<file path="config.mk">
export PLATFORM = sky130hd
export DESIGN_NAME = fetch_top
export DESIGN_NICKNAME = d
export VERILOG_FILES = /design/src/fetch_pkg.sv /design/src/line_aligner.sv /design/src/fetch_control.sv /design/src/fetch_top.sv
export SDC_FILE = /design/constraint.sdc
export NUM_CORES = 2
export LEC_CHECK = 0
export BUFFER_PORTS_ARGS = -buffer_cell sky130_fd_sc_hd__buf_4
export CORE_AREA = 3 3 507 509
export DETAILED_ROUTE_END_ITERATION = 8
export DIE_AREA = 0 0 510 512
export PLACE_DENSITY = 0.38
export SLEW_MARGIN = 30
export SYNTH_ARGS = -nofsm -noshare
export SYNTH_HDL_FRONTEND = slang
export SYNTH_SLANG_ARGS = --single-unit
</file>
<file path="constraint.sdc">
create_clock -name clk_in -period 4.9 [get_ports clk_in]
set_clock_uncertainty 0.15 [all_clocks]
set_input_delay 0.49 -clock clk_in [delete_from_list [all_inputs] [get_ports clk_in]]
set_output_delay 0.49 -clock clk_in [all_outputs]
set_load 0.005 [all_outputs]
</file>
<file path="src/fetch_pkg.sv">
package fetch_pkg;

  // bundle and line geometry
  localparam int instr_w    = 32;  // bits per instruction
  localparam int ss_width   = 4;   // slots per decode bundle
  localparam int line_bytes = 64;  // bytes per cache line

  localparam int pc_w     = 64;
  localparam int line_w   = line_bytes * 8;
  localparam int offset_w = $clog2(line_bytes);

  typedef logic [instr_w-1:0]  instr_t;   // one instruction word
  typedef logic [pc_w-1:0]     pc_t;      // program counter
  typedef logic [line_w-1:0]   line_t;    // byte 0 sits in bits 7:0
  typedef logic [offset_w-1:0] offset_t;  // byte offset of a pc inside its line

  // nop that pads slots running past the end of the line
  localparam instr_t fill_instr = 32'hD503201F;

  // controller states
  typedef enum logic [1:0] {
    fs_idle,      // nothing outstanding
    fs_wait_l1i,  // waiting for the l1i line of a miss
    fs_discard    // a flushed l1i return is still on its way
  } fetch_state_e;

endpackage

</file>
<file path="src/line_aligner.sv">
`timescale 1ns/10ps

module line_aligner #(
  parameter int instr_w    = fetch_pkg::instr_w,
  parameter int ss_width   = fetch_pkg::ss_width,
  parameter int line_bytes = fetch_pkg::line_bytes
) (
  input  fetch_pkg::offset_t offset,
  input  fetch_pkg::line_t   line,
  output fetch_pkg::instr_t  instrs [ss_width]
);

  import fetch_pkg::*;

  localparam int instr_bytes = instr_w / 8;
  // wide enough to hold offset + last slot start + one instruction without wrapping
  localparam int start_w = $clog2(line_bytes + ss_width * instr_bytes) + 1;

  for (genvar i = 0; i < ss_width; i++) begin : g_slot
    logic [start_w-1:0] byte_start;  // first byte of this slot
    logic [start_w-1:0] byte_end;    // one past the last byte
    logic               in_line;

    assign byte_start = start_w'(offset) + start_w'(i * instr_bytes);
    assign byte_end   = byte_start + start_w'(instr_bytes);

    // slot must fit completely inside the line
    assign in_line = (byte_end <= start_w'(line_bytes));

    // line is little endian so a straight part select already puts
    // the lowest byte into bits 7:0
    always_comb begin
      if (in_line) begin
        instrs[i] = line[byte_start*8 +: instr_w];
      end else begin
        instrs[i] = fill_instr;  // fell off the end of the line
      end
    end
  end

endmodule

</file>
<file path="src/fetch_control.sv">
`timescale 1ns/10ps

module fetch_control #(
  parameter int instr_w  = fetch_pkg::instr_w,
  parameter int ss_width = fetch_pkg::ss_width
) (
  input  logic              clk_in,
  input  logic              rst_N_in,
  input  logic              flush_in,
  input  logic              pc_valid,
  input  logic              l0_valid,
  input  logic              l1i_valid,
  input  fetch_pkg::pc_t    pred_pc,
  input  fetch_pkg::instr_t l0_instrs [ss_width],
  input  fetch_pkg::instr_t l1i_instrs [ss_width],
  input  logic              decode_ready,
  output fetch_pkg::pc_t    miss_pc,
  output fetch_pkg::instr_t fetched_instrs [ss_width],
  output logic              fetch_valid,
  output logic              fetch_ready,
  output fetch_pkg::pc_t    next_pc
);

  import fetch_pkg::*;

  fetch_state_e state;
  fetch_state_e state_next;

  logic [1:0] stale_cnt;    // flushed l1i returns still to swallow
  logic [1:0] stale_next;
  logic       miss_queued;  // live miss taken while stale returns are pending
  logic       queued_next;
  pc_t        miss_pc_next;

  logic req_ok;    // a request can be taken this cycle
  logic hit;
  logic miss;
  logic take_l1i;  // l1i return that belongs to the live miss

  logic [instr_w-1:0] instrs_next [ss_width];
  logic               valid_next;
  logic               ready_next;
  pc_t                pc_next;

  // no new request while a live miss is outstanding, and none on a flush
  assign req_ok = pc_valid & ~flush_in &
                  ((state == fs_idle) | ((state == fs_discard) & ~miss_queued));
  assign hit      = req_ok & l0_valid;
  assign miss     = req_ok & ~l0_valid;
  assign take_l1i = l1i_valid & (state == fs_wait_l1i) & ~flush_in;

  // miss tracking and discard bookkeeping
  always_comb begin
    state_next   = state;
    stale_next   = stale_cnt;
    queued_next  = miss_queued;
    miss_pc_next = miss_pc;

    unique case (state)
      fs_idle: begin
        if (miss) begin
          miss_pc_next = pred_pc;
          state_next   = fs_wait_l1i;
        end
      end

      fs_wait_l1i: begin
        if (flush_in) begin
          if (l1i_valid) begin
            state_next = fs_idle;  // line showed up on the flush edge itself, dropped
          end else begin
            state_next = fs_discard;
            stale_next = 2'd1;
          end
        end else if (l1i_valid) begin
          state_next = fs_idle;
        end
      end

      fs_discard: begin
        if (l1i_valid) begin
          stale_next = stale_next - 2'd1;  // eat one stale return
        end
        if (flush_in && miss_queued) begin
          stale_next  = stale_next + 2'd1;  // queued miss is now stale as well
          queued_next = 1'b0;
        end
        if (miss) begin
          miss_pc_next = pred_pc;
          queued_next  = 1'b1;
        end
        // all stale lines gone, the queued miss (if any) becomes the live one
        if (stale_next == 2'd0) begin
          state_next  = queued_next ? fs_wait_l1i : fs_idle;
          queued_next = 1'b0;
        end
      end

      default: begin
        state_next  = fs_idle;
        stale_next  = 2'd0;
        queued_next = 1'b0;
      end
    endcase
  end

  // bundle selection: flush, then l1i return, then l0 hit, else hold
  always_comb begin
    if (flush_in) begin
      for (int i = 0; i < ss_width; i++) begin
        instrs_next[i] = '0;
      end
      valid_next = 1'b0;
      pc_next    = next_pc;
    end else if (take_l1i) begin
      for (int i = 0; i < ss_width; i++) begin
        instrs_next[i] = l1i_instrs[i];
      end
      valid_next = 1'b1;
      pc_next    = miss_pc;
    end else if (hit) begin
      for (int i = 0; i < ss_width; i++) begin
        instrs_next[i] = l0_instrs[i];
      end
      valid_next = 1'b1;
      pc_next    = pred_pc;
    end else begin
      for (int i = 0; i < ss_width; i++) begin
        instrs_next[i] = fetched_instrs[i];  // keep last bundle, just not valid
      end
      valid_next = 1'b0;
      pc_next    = next_pc;
    end
  end

  // ready when nothing live is outstanding and the stale counter has headroom
  assign ready_next = (state_next == fs_idle) |
                      ((state_next == fs_discard) & ~queued_next & (stale_next != 2'd3));

  always_ff @(posedge clk_in) begin
    if (rst_N_in) begin
      state       <= fs_idle;
      stale_cnt   <= 2'd0;
      miss_queued <= 1'b0;
      fetch_valid <= 1'b0;
      fetch_ready <= 1'b0;
      next_pc     <= '0;
      for (int i = 0; i < ss_width; i++) begin
        fetched_instrs[i] <= '0;
      end
    end else if (decode_ready) begin  // decode stalls freeze everything
      state       <= state_next;
      stale_cnt   <= stale_next;
      miss_queued <= queued_next;
      fetch_valid <= valid_next;
      fetch_ready <= ready_next;
      next_pc     <= pc_next;
      for (int i = 0; i < ss_width; i++) begin
        fetched_instrs[i] <= instrs_next[i];
      end
    end
  end

  // pc of the live miss, steers the l1i aligner
  always_ff @(posedge clk_in) begin
    if (decode_ready) begin
      miss_pc <= miss_pc_next;
    end
  end

endmodule

</file>
<file path="src/fetch_top.sv">
`timescale 1ns/10ps

module fetch_top #(
  parameter int instr_w    = fetch_pkg::instr_w,
  parameter int ss_width   = fetch_pkg::ss_width,
  parameter int line_bytes = fetch_pkg::line_bytes
) (
  input  logic              clk_in,
  input  logic              rst_N_in,
  input  logic              flush_in,      // mispredict from the back end
  input  fetch_pkg::pc_t    pred_pc,       // predictor pc
  input  logic              pc_valid,
  input  logic              l0_valid,      // l0 line matches pred_pc
  input  fetch_pkg::line_t  l0_line,
  input  logic              l1i_valid,     // one cycle fill pulse
  input  fetch_pkg::line_t  l1i_line,
  input  logic              decode_ready,
  output fetch_pkg::instr_t fetched_instrs [ss_width],
  output logic              fetch_valid,
  output logic              fetch_ready,   // back to the predictor
  output fetch_pkg::pc_t    next_pc
);

  import fetch_pkg::*;

  offset_t l0_offset;
  offset_t l1i_offset;
  pc_t     miss_pc;

  instr_t l0_instrs  [ss_width];
  instr_t l1i_instrs [ss_width];

  // l0 path slices at the live pc, l1i path at the pc that missed
  assign l0_offset  = pred_pc[$bits(offset_t)-1:0];
  assign l1i_offset = miss_pc[$bits(offset_t)-1:0];

  line_aligner #(
    .instr_w    (instr_w),
    .ss_width   (ss_width),
    .line_bytes (line_bytes)
  ) l0_align (
    .offset (l0_offset),
    .line   (l0_line),
    .instrs (l0_instrs)
  );

  line_aligner #(
    .instr_w    (instr_w),
    .ss_width   (ss_width),
    .line_bytes (line_bytes)
  ) l1i_align (
    .offset (l1i_offset),
    .line   (l1i_line),
    .instrs (l1i_instrs)
  );

  fetch_control #(
    .instr_w  (instr_w),
    .ss_width (ss_width)
  ) ctrl (
    .clk_in         (clk_in),
    .rst_N_in       (rst_N_in),
    .flush_in       (flush_in),
    .pc_valid       (pc_valid),
    .l0_valid       (l0_valid),
    .l1i_valid      (l1i_valid),
    .pred_pc        (pred_pc),
    .l0_instrs      (l0_instrs),
    .l1i_instrs     (l1i_instrs),
    .decode_ready   (decode_ready),
    .miss_pc        (miss_pc),
    .fetched_instrs (fetched_instrs),
    .fetch_valid    (fetch_valid),
    .fetch_ready    (fetch_ready),
    .next_pc        (next_pc)
  );

endmodule

</file>
## After elaboration in Yosys (flattened, before gate mapping)

Index checks and enable logic that the tools add are counted.

- Register bits after elaboration: 263
- Output and inout port bits: 194
- Logic and storage cells: 106

- Add/subtract/negate cells: 14
- Order comparisons: 8
- Eq/ne operators: 4
- Shift operators: 8
- Multiplexer cells: 35
- Bitwise logic cells: 15
- Reductions and logical operators: 11

Operators by type and width:

| cell | count |
|---|---|
| 512-bit by 12-bit indexed part select with 32-bit output | 6 |
| 512-bit by 10-bit indexed part select with 32-bit output | 2 |
| 128-bit 2-to-1 mux | 3 |
| 32-bit 2-to-1 mux | 8 |
| 64-bit 2-to-1 mux | 2 |
| 8-bit by 7-bit less-or-equal comparator with 1-bit output (second input constant) | 8 |
| 8-bit by 3-bit adder with 8-bit output (second input constant) | 6 |
| 6-bit by 4-bit adder with 7-bit output (second input constant) | 4 |
| 2-bit 2-to-1 mux | 11 |
| 6-bit by 3-bit adder with 7-bit output (second input constant) | 2 |
| 2-bit case mux with 3 select lines | 2 |
| 1-bit AND | 9 |
| 1-bit 2-to-1 mux | 8 |
| 2-bit zero test | 3 |
| 3-bit AND reduction | 2 |
| 2-bit == test (second input constant) | 2 |
| 1-bit inverter | 4 |
| 2-bit OR reduction | 2 |
| 3-bit nonzero test | 1 |
| 2-bit by 1-bit adder with 2-bit output (second input constant) | 1 |
| 2-bit by 1-bit == test with 1-bit output (second input constant) | 1 |
| 2-bit inequality test (second input constant) | 1 |
| 1-bit bitwise OR | 2 |
| 1-bit case mux with 2 select lines | 1 |
| 4 further kinds | 4 |

## Logic depth before layout (Yosys ltp)

- Word-level depth: 14
- Mapped depth: 16
- Depth with buffers taken out: 9

## Cells and area by module

From an unflattened synthesis, not the netlist that was laid out.

- Cells, all modules: 7339
- Area total of the unflattened synthesis: 68027.7 sq um

Modules (own cells, without submodules):

| module | times used | cells an instance | area each (sq um) | seq. area each (sq um) |
|---|---|---|---|---|
| line_aligner at l0_align | 1 | 2903 | 28964.0 | 0.0 |
| line_aligner at l1i_align | 1 | 3104 | 27805.4 | 0.0 |
| fetch_control | 1 | 1332 | 11258.3 | 5905.7 |

## Worst setup path after synthesis

No wires, ideal clock.

- Path type: input to register
- From: in pred_pc[3]
- To: reg ctrl.fetched_instrs[91] in the netlist's numbering
- Setup time: 0.060 ns
- Data arrival time: 3.877 ns
- Data required time: 4.690 ns
- Path slack: 0.813 ns
- Stages: 12
- Path buffers: 4
- Path through: inv_1 buf_2 clkbuf_1 buf_1 clkbuf_1 ha_1 a311o_1 a211oi_2 o21ai_1 or2_2 a2111oi_0 a221o_1

- Word-level cells in the longest chain between the ends: 7

RTL lines:

| element | line | RTL |
|---|---|---|
| from (decl) | fetch_top.sv:11 | `input fetch_pkg::pc_t pred_pc,` |
| 6-bit by 3-bit adder with 7-bit output * | line_aligner.sv:24 | `assign byte_start = start_w'(offset) + start_w'(i * instr_bytes);` |
| 8-bit by 3-bit adder with 8-bit output | line_aligner.sv:25 | `assign byte_end = byte_start + start_w'(instr_bytes);` |
| 8-bit by 7-bit less-or-equal comparator with 1-bit output | line_aligner.sv:28 | `assign in_line = (byte_end <= start_w'(line_bytes));` |
| 32-bit 2-to-1 mux * | line_aligner.sv:33 | `if (in_line) begin` |
| 128-bit 2-to-1 mux * | fetch_control.sv:121 | `end else if (hit) begin` |
| 128-bit 2-to-1 mux * | fetch_control.sv:115 | `end else if (take_l1i) begin` |
| 128-bit 2-to-1 mux * | fetch_control.sv:109 | `if (flush_in) begin` |
| to (signal, indexed assignment) | fetch_control.sv:159 | `fetched_instrs[i] <= instrs_next[i];` |
| to (decl) | fetch_control.sv:18 | `output fetch_pkg::instr_t fetched_instrs [ss_width],` |

Mark *: on every way between the ends. The rest lies on a longest branch, timed or not. The select of a mux whose other input is x is not followed.
A chain may end at the register's enable or synchronous reset.

## Final worst setup path

- From: reg ctrl.miss_pc[0]
- To: reg ctrl.fetched_instrs[35] in the netlist's numbering

- Word-level cells in the longest chain between the ends: 6

RTL lines:

| element | line | RTL |
|---|---|---|
| from (decl) | fetch_control.sv:17 | `output fetch_pkg::pc_t miss_pc,` |
| from (signal assigned) | fetch_control.sv:167 | `miss_pc <= miss_pc_next;` |
| 6-bit by 4-bit adder with 7-bit output * | line_aligner.sv:24 |  |
| 8-bit by 3-bit adder with 8-bit output | line_aligner.sv:25 |  |
| 8-bit by 7-bit less-or-equal comparator with 1-bit output | line_aligner.sv:28 |  |
| 32-bit 2-to-1 mux * | line_aligner.sv:33 |  |
| 128-bit 2-to-1 mux * | fetch_control.sv:115 |  |
| 128-bit 2-to-1 mux * | fetch_control.sv:109 |  |

Mark *: on every way between the ends. The rest lies on a longest branch, timed or not.

==> impl_results.md <==
- Status: finished, final reports clean
- H-tree depth: 2
- CTS buffer count: 37
- Total GRT Usage: 37.0%
- Worst vdd ir: 202 µV
- Residual DRC: 0
- R2R Path End: ctrl.fetched_instrs[35]
- Avg WL per Cell: 45.2 µm
- Setup slack after layout: 569 ps
- Synth Flop Type: dfxtp_1
- CTS clk-pin slew, worst paths: 70 ps
- Worst R2R Start: ctrl.miss_pc[0]
- Clock root buffer: clkbuf_16
- Vias per cell: 6.48
- Critical-path top delay cell: a2111oi_1
- Part of the power in combinational logic: 58.5%
- Critical Path Source Type: register
- Postcts setup bufs: 0
- Met1 wire length: 216000 µm
- Fin crit share: 88.4%
- Num rows: 185
- Setup crit end kind: register
- Sum of buffers and inverters on the critical path: 3
- # hold bufs at CTS: 58
- Worst Path Required: 5220 ps
- Largest net degree at the start of global routing: 133
- Highest-count cells in the layout ignoring fill and taps: buf_4, nand2_1, mux4_2
- Die Ht: 512 µm
- CTS tree: yes
- First drt pass iteration count: 6
- Share of the synthesized area in the top cell type: 31.3%
- DP HPWL: 419000 µm
- P_sw: 0.00586 W
- Largest stage delay on the critical path: 860 ps
- First-pass GRT wire length: 661000 µm
- Post-synth ARST share: 0%
- Layout area overhead: 25.8%
- Synth warnings: 0
- Port bufs: 1288
- P per Cell Area: 165 mW/mm²
- CP Class: reg2reg
- Setup WS pre-CTS: 135 ps
- RSZ-0062 raised after global routing: false
- Clock power frac: 22.7%
- Starting Density: 23.8%
- Seq/Total Area, Yosys: 9.80%
- Final Hold Violating Endpoints: 0
- WHS Path Cells: 3
- Crit path time final: 4330 ps
- CP most frequent cell: mux2i_1
- Ports: 1289
- Sink Count: 263
- Largest cells by area after synthesis: mux4_2, mux2i_1, nand2_1
- Drt total wl: 508000 µm
- Die width: 510 µm
- Least-Margin Pin Slew: 1170 ps
- Vias: 72900
- Layout cell share with drive strength beyond 1: 37.0%
- Worst R2R Setup Slack: 570 ps
- Commonest non-fill, non-tap cell in the layout: buf_4
- Crit path cell chain: buf_12 > buf_4 > mux2i_1 > mux2i_1 > mux2i_1 > o22ai_1 > a2111oi_1 > buf_4 > o21ai_0
- Post-synth cell types: 97
- Hold WS: 205 ps
- Final cell count without fillers: 11300
- Worst hold-check path type: in2reg
- GRT Residual Overflow: 0
- EDFF count, synth: 64
- Initial DRC Count: 11600
- R2r worst-path depth: 9
- Crit-path max FO: 61
- Max Used Layer: met5
- Syn avg cell area: 8.86 µm²
- Final setup fails: 0
- Met2 Wirelength: 216000 µm
- Switching Share: 46.9%
- Largest area contributor in the netlist: mux4_2
- Post-Syn Area: 0.0602 mm²
- CTS resizes: 0
- Synth Instances: 6800
- Vias in the first global route: 67400
- End of the worst hold path: ctrl.state[0]
- RePlAce Congestion: 1.05
- Initial antenna violation count: 103
- Nets: 8924
- Synth Register Bits: 263
- Leakage: 30.0 nW
- Routed Antenna Nets: 0
- P_int: 0.00663 W
- FMAX: 0.231 GHz
- Worst-case clock buffer depth: 3
- Dpl cells: 11100
- Core area: 0.253 mm²
- Critical Path AT: 4650 ps
- Pins over their slew limit: 0
- Die area: 0.261 mm²
- Syn Nets: 7914
- Crit-path leading delay family: multiplexers
- Met3 Wirelength: 51400 µm
- Max cap viols: 0
- Clk_lat worst skew: 590 ps
- Slew HR: 21.6%
- Reg power frac: 18.8%
- Min-delay src: decode_ready
-- cell usage after synthesis (all sizes together) (20+ instances only) --
master,instances
nand2b,20
o2bb2ai,20
a31oi,55
a211o,22
edfxtp,64
o2111ai,20
a221o,21
dfxtp,199
clkbuf,258
and2,38
mux2,267
nand3,111
a211oi,88
o21a,27
mux4,839
o21ai,346
a22oi,85
o211ai,82
a2111oi,41
nor2b,20
and3,40
a21oi,298
or2,21
o221ai,41
nor3,59
a22o,38
a311oi,82
a221oi,41
o22ai,168
nor4,30
mux2i,762
a32o,22
nand2,1383
buf,465
nor2,442
o31ai,23
a32oi,22
-- worst reg2reg max path: cells and delay by family (launching register included) --
family / cells / cell delay [ps]
compound gates: 3 / 1080
buf+inv: 3 / 1120
flops: 1 / 520
mux: 3 / 1340
-- flip-flops by register name (all words and copies together) (netlist names) --
name,count
ctrl.fetch_ready,1
ctrl.fetch_valid,1
ctrl.fetched_instrs,128
ctrl.miss_pc,64
ctrl.miss_queued,1
ctrl.next_pc,64
ctrl.stale_cnt,2
ctrl.state,2
-- power groups by stage --
stage	combinational [W]	sequential, W	clock, W
floorplan	0.00342	0.00237	0
global placement	0.00697	0.00240	0
detailed placement	0.00694	0.00240	0
CTS	0.00701	0.00235	0.00288
global route	0.00744	0.00236	0.00295
finish	0.00731	0.00235	0.00283
-- how the worst max path moves through the flow --
stage	cells past startpoint	endpoint	slack [ps]	startpoint
floorplan	12	ctrl.fetched_instrs[91]	810	pred_pc[3]
detailed placement	10	ctrl.fetched_instrs[121]	130	pred_pc[1]
CTS	9	ctrl.fetched_instrs[35]	690	ctrl.miss_pc[0]
global route	9	ctrl.fetched_instrs[35]	530	ctrl.miss_pc[0]
finish	9	ctrl.fetched_instrs[35]	570	ctrl.miss_pc[0]
global placement	10	ctrl.fetched_instrs[121]	-300	pred_pc[1]
-- layout make-up --
type / instances / area [µm²]
Antenna cell: 47 / 118
Clock buffer: 47 / 995
Clock inverter: 19 / 188
Fill cell: 27200 / 178000
Inverter: 23 / 115
Multi-Input combinational cell: 5791 / 50800
Sequential cell: 263 / 5910
Tap cell: 3366 / 4210
Timing Repair Buffer: 1694 / 13400
-- metrics by stage --
step	setup TNS, ps	power (W)	cell area, µm²	utilization, %
finish	0	0.0125	75800	29.9
global placement	-302	0.00937	73800	29.1
floorplan	0	0.00579	60200	-
detailed placement	0	0.00934	73900	29.1
CTS	0	0.0122	75600	29.8
global route	0	0.0128	75700	29.9
-- kinds of logic (layout without fill, tap and decap cells) --
group	count (synthesis)	in the layout	synth area share [%]
xor gates and xnor gates	11	11	0.183
DFF	263	263	9.80
other	0	47	0
and+or+nand+nor	2227	2227	15.4
AOI/OAI and AO/OA	1666	1666	18.8
buffers and inverters	746	1783	6.41
adders and majority gates	19	19	0.395
muxes	1868	1868	49.0
-- per-layer routing --
metal,global-route usage (%),up-vias
met5,0,-
met4,15.3,34
met3,7.94,860
met2,54.1,5618
met1,52.2,37500
li1,-,28900
Power figures use the tool's default switching activity.
